### src/verilog/usb_regs_pkg.sv
package usb_regs_pkg;

    // word indices of the register map
    typedef enum logic [1:0] {
        REG_CCR     = 2'd0,
        REG_FRAME   = 2'd1,
        REG_SCRATCH = 2'd2,
        REG_STA     = 2'd3
    } reg_idx_e;

    localparam int unsigned DEF_SIZE = 4;
    localparam logic [3:0] DEF_ALLOW_WRITE = 4'b1101; // frame counter read-only on the bus

    // control register fields
    typedef struct packed {
        logic [28:0] rsvd;
        logic        irq_en;
        logic        clr;    // self-clearing
        logic        en;
    } ccr_t;

    typedef union packed {
        logic [31:0] raw;
        ccr_t        ccr;
    } reg_word_u;

    // processor bus request
    typedef struct packed {
        logic        we;
        logic [3:0]  be;
        logic [31:0] addr;  // byte address
        logic [31:0] wdata;
    } bus_req_t;

    // decoded bus write toward the register file
    typedef struct packed {
        logic [3:0]  wen;   // one per register
        logic [31:0] mask;  // byte enables spread to bits
        logic [31:0] data;
    } bus_wr_t;

    // engine-side whole-word write
    typedef struct packed {
        logic        we;
        logic [1:0]  idx;
        logic [31:0] data;
    } perip_wr_t;

endpackage

### src/verilog/usb_bus_port.sv
`timescale 1ns/1ps

module usb_bus_port import usb_regs_pkg::*; #(
    parameter int unsigned          SIZE        = DEF_SIZE,
    parameter logic [SIZE-1:0]      ALLOW_WRITE = DEF_ALLOW_WRITE
) (
    input  logic       clk_i,
    input  logic       rst_n_i,
    input  bus_req_t   bus_i,
    output bus_wr_t    wr_o,
    output logic [1:0] rd_idx_o,
    output logic       rd_valid_o,
    output logic       bus_err_o
);

    logic [29:0] word_addr;
    logic        in_range;
    logic        err_q;

    assign word_addr = bus_i.addr[31:2];
    assign in_range  = (word_addr < 30'(SIZE));

    assign rd_idx_o   = word_addr[1:0];
    assign rd_valid_o = in_range;

    // read-only registers never see a bus write
    always_comb begin
        wr_o.wen = '0;
        for (int i = 0; i < SIZE; i++) begin
            wr_o.wen[i] = bus_i.we && in_range && ALLOW_WRITE[i] && (word_addr[1:0] == 2'(i));
        end
    end

    assign wr_o.mask = {{8{bus_i.be[3]}}, {8{bus_i.be[2]}},
                        {8{bus_i.be[1]}}, {8{bus_i.be[0]}}};
    assign wr_o.data = bus_i.wdata;

    // sticky until reset
    always_ff @(posedge clk_i) begin
        if (!rst_n_i) begin
            err_q <= 1'b0;
        end else if (bus_i.we && !in_range) begin
            err_q <= 1'b1;
        end
    end

    assign bus_err_o = err_q;

endmodule

### src/verilog/usb_sof_engine.sv
`timescale 1ns/1ps

module usb_sof_engine import usb_regs_pkg::*; (
    input  logic        clk_i,
    input  logic        rst_n_i,
    input  logic        sof_i,
    input  ccr_t        ccr_nxt_i,
    input  logic        sta_1_i,
    input  logic [31:0] frame_i,
    output perip_wr_t   perip_o,
    output logic [1:0]  rd_idx_o,
    output logic        irq_o
);

    typedef enum logic {
        ST_IDLE,
        ST_CLR_WB   // write control word back with clear dropped
    } state_e;

    state_e    state_q;
    state_e    state_nxt;
    ccr_t      ccr_q;
    reg_word_u wb_word;
    logic      irq_q;

    // local copy tracks the stored control register
    always_ff @(posedge clk_i) begin
        if (!rst_n_i) begin
            ccr_q <= '0;
        end else begin
            ccr_q <= ccr_nxt_i;
        end
    end

    always_ff @(posedge clk_i) begin
        if (!rst_n_i) begin
            state_q <= ST_IDLE;
        end else begin
            state_q <= state_nxt;
        end
    end

    always_comb begin
        wb_word         = '0;
        wb_word.ccr     = ccr_q;
        wb_word.ccr.clr = 1'b0;
    end

    always_comb begin
        state_nxt    = state_q;
        perip_o.we   = 1'b0;
        perip_o.idx  = REG_FRAME;
        perip_o.data = '0;

        case (state_q)
            ST_IDLE: begin
                if (ccr_q.clr) begin
                    // first clear step ignores sof
                    perip_o.we   = 1'b1;
                    perip_o.idx  = REG_FRAME;
                    perip_o.data = '0;
                    state_nxt    = ST_CLR_WB;
                end else if (ccr_q.en && sof_i) begin
                    perip_o.we   = 1'b1;
                    perip_o.idx  = REG_FRAME;
                    perip_o.data = frame_i + 32'd1;
                end
            end
            ST_CLR_WB: begin
                perip_o.we   = 1'b1;
                perip_o.idx  = REG_CCR;
                perip_o.data = wb_word.raw; // a bus write this cycle still wins in the regfile
                state_nxt    = ST_IDLE;
            end
            default: begin
                state_nxt = ST_IDLE;
            end
        endcase
    end

    assign rd_idx_o = REG_FRAME;

    always_ff @(posedge clk_i) begin
        if (!rst_n_i) begin
            irq_q <= 1'b0;
        end else begin
            irq_q <= ccr_q.irq_en & sta_1_i;
        end
    end

    assign irq_o = irq_q;

endmodule

### src/verilog/usb_mem.sv
`timescale 1ns/1ps

module usb_mem import usb_regs_pkg::*; #(
    parameter int unsigned     SIZE        = DEF_SIZE,
    parameter logic [SIZE-1:0] ALLOW_WRITE = DEF_ALLOW_WRITE
) (
    input  logic        clk_i,
    input  logic        rst_n_i,

    input  bus_wr_t     bus_wr_i,
    input  logic [1:0]  bus_rd_idx_i,
    input  logic        bus_rd_valid_i,
    output logic [31:0] bus_rdata_o,

    input  perip_wr_t   perip_i,
    input  logic [1:0]  perip_rd_idx_i,
    output logic [31:0] perip_rdata_o,

    output ccr_t        ccr_nxt_o,
    input  logic [1:0]  sta_i,
    output logic        sta_1_o
);

    reg_word_u mem_q   [SIZE];
    reg_word_u mem_nxt [SIZE];
    logic [SIZE-1:0] bus_wen;
    logic [SIZE-1:0] perip_wen;

    always_comb begin
        for (int i = 0; i < SIZE; i++) begin
            bus_wen[i]   = bus_wr_i.wen[i] & ALLOW_WRITE[i];
            perip_wen[i] = perip_i.we && (perip_i.idx == 2'(i));
        end
    end

    // engine word first, then the status sample, then bus bytes on top
    always_comb begin
        for (int i = 0; i < SIZE; i++) begin
            mem_nxt[i] = mem_q[i];
            if (perip_wen[i]) begin
                mem_nxt[i].raw = perip_i.data;
            end
            if (i == int'(REG_STA)) begin
                mem_nxt[i].raw = {30'b0, sta_i}; // sampled every cycle
            end
            if (bus_wen[i]) begin
                mem_nxt[i].raw = (mem_nxt[i].raw & ~bus_wr_i.mask)
                               | (bus_wr_i.data & bus_wr_i.mask);
            end
        end
    end

    always_ff @(posedge clk_i) begin
        if (!rst_n_i) begin
            for (int i = 0; i < SIZE; i++) begin
                mem_q[i] <= '0;
            end
        end else begin
            mem_q <= mem_nxt;
        end
    end

    assign ccr_nxt_o = mem_nxt[REG_CCR].ccr; // lets the engine copy stay in step
    assign sta_1_o   = mem_q[REG_STA].raw[1];

    // combinational read ports
    assign bus_rdata_o   = bus_rd_valid_i ? mem_q[bus_rd_idx_i].raw : '0;
    assign perip_rdata_o = mem_q[perip_rd_idx_i].raw;

endmodule

### src/verilog/usb_regs_top.sv
`timescale 1ns/1ps

module usb_regs_top import usb_regs_pkg::*; #(
    parameter int unsigned     SIZE        = DEF_SIZE,
    parameter logic [SIZE-1:0] ALLOW_WRITE = DEF_ALLOW_WRITE
) (
    input  logic        clk_i,
    input  logic        rst_n_i,
    input  bus_req_t    bus_i,
    output logic [31:0] bus_rdata_o,
    output logic        bus_err_o,
    input  logic        sof_i,
    input  logic [1:0]  sta_i,
    output logic        irq_o
);

    bus_wr_t     bus_wr;
    logic [1:0]  bus_rd_idx;
    logic        bus_rd_valid;

    perip_wr_t   perip_wr;
    logic [1:0]  perip_rd_idx;
    logic [31:0] frame;
    ccr_t        ccr_nxt;
    logic        sta_1;

    usb_bus_port #(
        .SIZE        (SIZE),
        .ALLOW_WRITE (ALLOW_WRITE)
    ) i_bus_port (
        .clk_i      (clk_i),
        .rst_n_i    (rst_n_i),
        .bus_i      (bus_i),
        .wr_o       (bus_wr),
        .rd_idx_o   (bus_rd_idx),
        .rd_valid_o (bus_rd_valid),
        .bus_err_o  (bus_err_o)
    );

    usb_sof_engine i_sof_engine (
        .clk_i     (clk_i),
        .rst_n_i   (rst_n_i),
        .sof_i     (sof_i),
        .ccr_nxt_i (ccr_nxt),
        .sta_1_i   (sta_1),
        .frame_i   (frame),
        .perip_o   (perip_wr),
        .rd_idx_o  (perip_rd_idx),
        .irq_o     (irq_o)
    );

    usb_mem #(
        .SIZE        (SIZE),
        .ALLOW_WRITE (ALLOW_WRITE)
    ) i_mem (
        .clk_i          (clk_i),
        .rst_n_i        (rst_n_i),
        .bus_wr_i       (bus_wr),
        .bus_rd_idx_i   (bus_rd_idx),
        .bus_rd_valid_i (bus_rd_valid),
        .bus_rdata_o    (bus_rdata_o),
        .perip_i        (perip_wr),
        .perip_rd_idx_i (perip_rd_idx),
        .perip_rdata_o  (frame),        // engine only reads the frame counter
        .ccr_nxt_o      (ccr_nxt),
        .sta_i          (sta_i),
        .sta_1_o        (sta_1)
    );

endmodule

### config.mk
export PLATFORM = sky130hd
export DESIGN_NAME = usb_regs_top
export DESIGN_NICKNAME = d
export VERILOG_FILES = /design/src/verilog/usb_regs_pkg.sv /design/src/verilog/usb_bus_port.sv /design/src/verilog/usb_sof_engine.sv /design/src/verilog/usb_mem.sv /design/src/verilog/usb_regs_top.sv
export SDC_FILE = /design/constraint.sdc
export NUM_CORES = 1
export LEC_CHECK = 0
export BUFFER_PORTS_ARGS = -buffer_cell sky130_fd_sc_hd__buf_2
export CAP_MARGIN = 20
export CELL_PAD_IN_SITES_DETAIL_PLACEMENT = 2
export CELL_PAD_IN_SITES_GLOBAL_PLACEMENT = 2
export CORE_MARGIN = 2
export CORE_UTILIZATION = 30
export CTS_BUF_LIST = sky130_fd_sc_hd__clkbuf_8
export CTS_CLUSTER_SIZE = 14
export DETAILED_ROUTE_END_ITERATION = 7
export GPL_ROUTABILITY_DRIVEN = 0
export GPL_TIMING_DRIVEN = 0
export PLACE_DENSITY = 0.73
export SLEW_MARGIN = 15
export SYNTH_ARGS = -nofsm -noshare
export SYNTH_HDL_FRONTEND = slang
export SYNTH_SLANG_ARGS = --single-unit
### constraint.sdc
create_clock -name clk_i -period 1.9 [get_ports clk_i]
set_input_delay 0.19 -clock clk_i [delete_from_list [all_inputs] [get_ports clk_i]]
set_output_delay 0.19 -clock clk_i [all_outputs]
set_load 0.05 [all_outputs]
==> metrics.txt <==
fin area 9400 µm²; Most common cell on crit path buf_6; DR DRC count 0; drt first pass iters 5; root buffer cell clkbuf_8; Slew Viols, Final 0; final worst slack -191 ps; IO Pins 108; first-pass GRT wire length 46500 µm; Ys Warns 0; TritonCTS clock tree done; DR vias/cell roughly 5.8; sw power 0.00156 W; cell accounting for the most synthesized area dfxtp_1; IO Port Bufs 105; Core Footprint 22000 µm²; Critical Path, Cell by Cell buf_6 > nor4_4 > nand4_1 > buf_6 > or2_4 > clkbuf_16 > nor2b_4 > buf_8; Final Hold Viols 0; relative slew slack roughly half; CTS clock-pin slew for the worst setup and hold paths 80 ps; Leak Pwr between 3 and 4 nW; Post-DRT Antenna Nets 0; row count 54; register share of total power a little under half; initial antenna violation count 1; Sw Share a little over a quarter; vias 7091; fin crit share 110%; EDFF count, synth 0; worst skew pair latency 480 ps; combinational share of power 7.4%; Synth top area share 38.8%; GR Overflow Total 0; Avg Inst Size Synth 9.01 µm²; clock skew 16.6 ps; Worst Tran Pin Value 719 ps; delay-heaviest family, CP simple AND/OR/NAND/NOR gates; cell count after synthesis 750; Power Dens Cells between 600 and 700 nW/µm²; Max clock buf depth 2; CP max-delay cell or2_4; Max Freq 478 MHz; worst vdd ir 0.000318 V; Async SR Flop Fraction 0%; fin crit period roughly 2100 ps; largest net degree at the start of global routing 17; Post-Syn Area 6760 µm²; status finished, violations left; Critical Path Max Stage Delay 340 ps; Startpoint Class input pin; clock sinks ~130; DR WL/cell 25.0 µm; vias in the first global route 7740; worst-path fanout max 8; Crit. End Element output port; Yosys reg bits between 100 and 150; Layout Cells excl Fill 1222; CTS Buf Count 17; Setup CP Type input pin to output port; Clk pwr share 46.1%; main area contributors after synthesis dfxtp_1, mux4_2, nand3_1, a21oi_1, o21ai_1; Cell variety after synth 59; Iter 0 DRT Violations 461; final setup vio count 32; post-route setup TNS -5410 ps; Worst Hold Class input pin to flip-flop; Crit path buffers/inverters 4; max cap viols 0; area delta synth->final 39.0%; HPWL Detailed around 20000 µm; chip width 154 µm; Post-Syn Nets 825; Worst Hold Slack around 16 ps; most frequent cells after synthesis dfxtp_1, nand3_1, a21oi_1; Die Height 154 µm; # placed instances 1135; main flop type after synthesis dfxtp_1; CTS H-tree depth 4; internal power between 0.004 and 0.005 W; RSZ-0062 raised after global routing yes; final WL 30600 µm; CP arrival 1900 ps; nets 1004; Ant. Diodes 0; Cell Area, Placed approximately 8000 µm²; register area share after synthesis 38.8%; layout cell share with drive strength beyond 1 34.6%; most frequent cell after synthesis dfxtp_1; die area 23700 µm²; GRT Total Usage 25.6%; failing checks negative setup slack; Initial Util 30.8%; Critical Path RT 1710 ps
[area by class of cell]
cell class                 count  area [µm²]
fill                        2376       12600
multi-input combinational    521        4120
sequential                   131        2650
timing repair buffer         164        1350
buffer                        59         352
tap                          280         350
clock buffer                  17         234
clock inverter                15         206
inverter                      35         131
[layer usage]
layer / share of wire (%) / vias to the layer above / global-route usage, %
met5: 0 / - / 0
met4: 1.6 / 0 / 7.70
met3: 4.5 / 37 / 4.59
met2: 50 / 212 / 43.5
met1: 44 / 3680 / 33.3
li1: - / 3162 / -
[placed cells by master, fill, tap and decap left out, drive strengths merged, types with 5 or more instances in the layout]
cell type and instances:
or4 7, inv 38, and3 9, o21ai 73, and4 10, dlygate4sd3 30, nor2b 34, or3 5
nand3 82, nand4 24, nor3 34, nand3b 6, dfxtp 131, buf 147, nand2 26, nor4 19
a31oi 8, xnor2 6, clkbuf 63, mux4 32, a21oi 78, clkinvlp 5, nor2 19
[power by group through the flow]
stage | registers, W | logic [W] | clock network [W]
floorplan | 0.00282 | 0.000152 | 0
detailed placement | 0.00281 | 0.000350 | 0
finish | 0.00274 | 0.000438 | 0.00273
global placement | 0.00281 | 0.000349 | 0
global route | 0.00275 | 0.000467 | 0.00288
CTS | 0.00275 | 0.000424 | 0.00274
[worst reg2reg max path: cells and delay by family, from the launching register on]
family	cells	cell delay [ps]
compound gates	1	150
flops	1	400
fa+ha+maj	1	160
simple gates	3	1070
[logic make-up (layout without fill, tap and decap cells)]
kind of cell	Yosys count	count (layout)	share of synthesized area, %
AND/OR/NAND/NOR	294	294	27.9
AO/OA/AOI/OAI	185	185	15.3
multiplexers	34	34	11.0
flip-flops	131	131	38.8
buffers and inverters	98	290	5.96
adder cells (fa/ha/maj)	1	1	0.185
XOR/XNOR	7	7	0.907
[metrics by stage]
step                setup slack, ps  util, %  power [W]
floorplan                      -121        -    0.00297
CTS                            -173     41.7    0.00592
finish                         -191     42.8    0.00591
global placement               -711     35.8    0.00316
detailed placement             -758     35.8    0.00316
global route                   -253     42.8    0.00609
[worst paths after layout]
| check | startpoint | endpoint | slack (ps) | depth (start not counted) |
|---|---|---|---|---|
| worst max-delay path | bus_i[63] | bus_rdata_o[5] | -190 | 8 |
| worst min-delay path | bus_i[20] | flip-flop | 20 | 3 |
| worst max register to register | i_mem.mem_q[64] | i_mem.mem_q[80] | 60 | 5 |
| worst min register to register | i_sof_engine.ccr_q[15] | i_sof_engine.ccr_q[15] | 480 | 2 |
[timing repair]
action | in CTS | in global routing
hold buffers | 29 | 1
pin swaps | 11 | 20
resized for setup | 109 | 46
cloned | 3 | 0
setup endpoints to repair | 115 | 102
setup buffers | 12 | 14
endpoints found under the hold margin | 57 | 1
No activity file was read; power rests on OpenSTA's default activity.
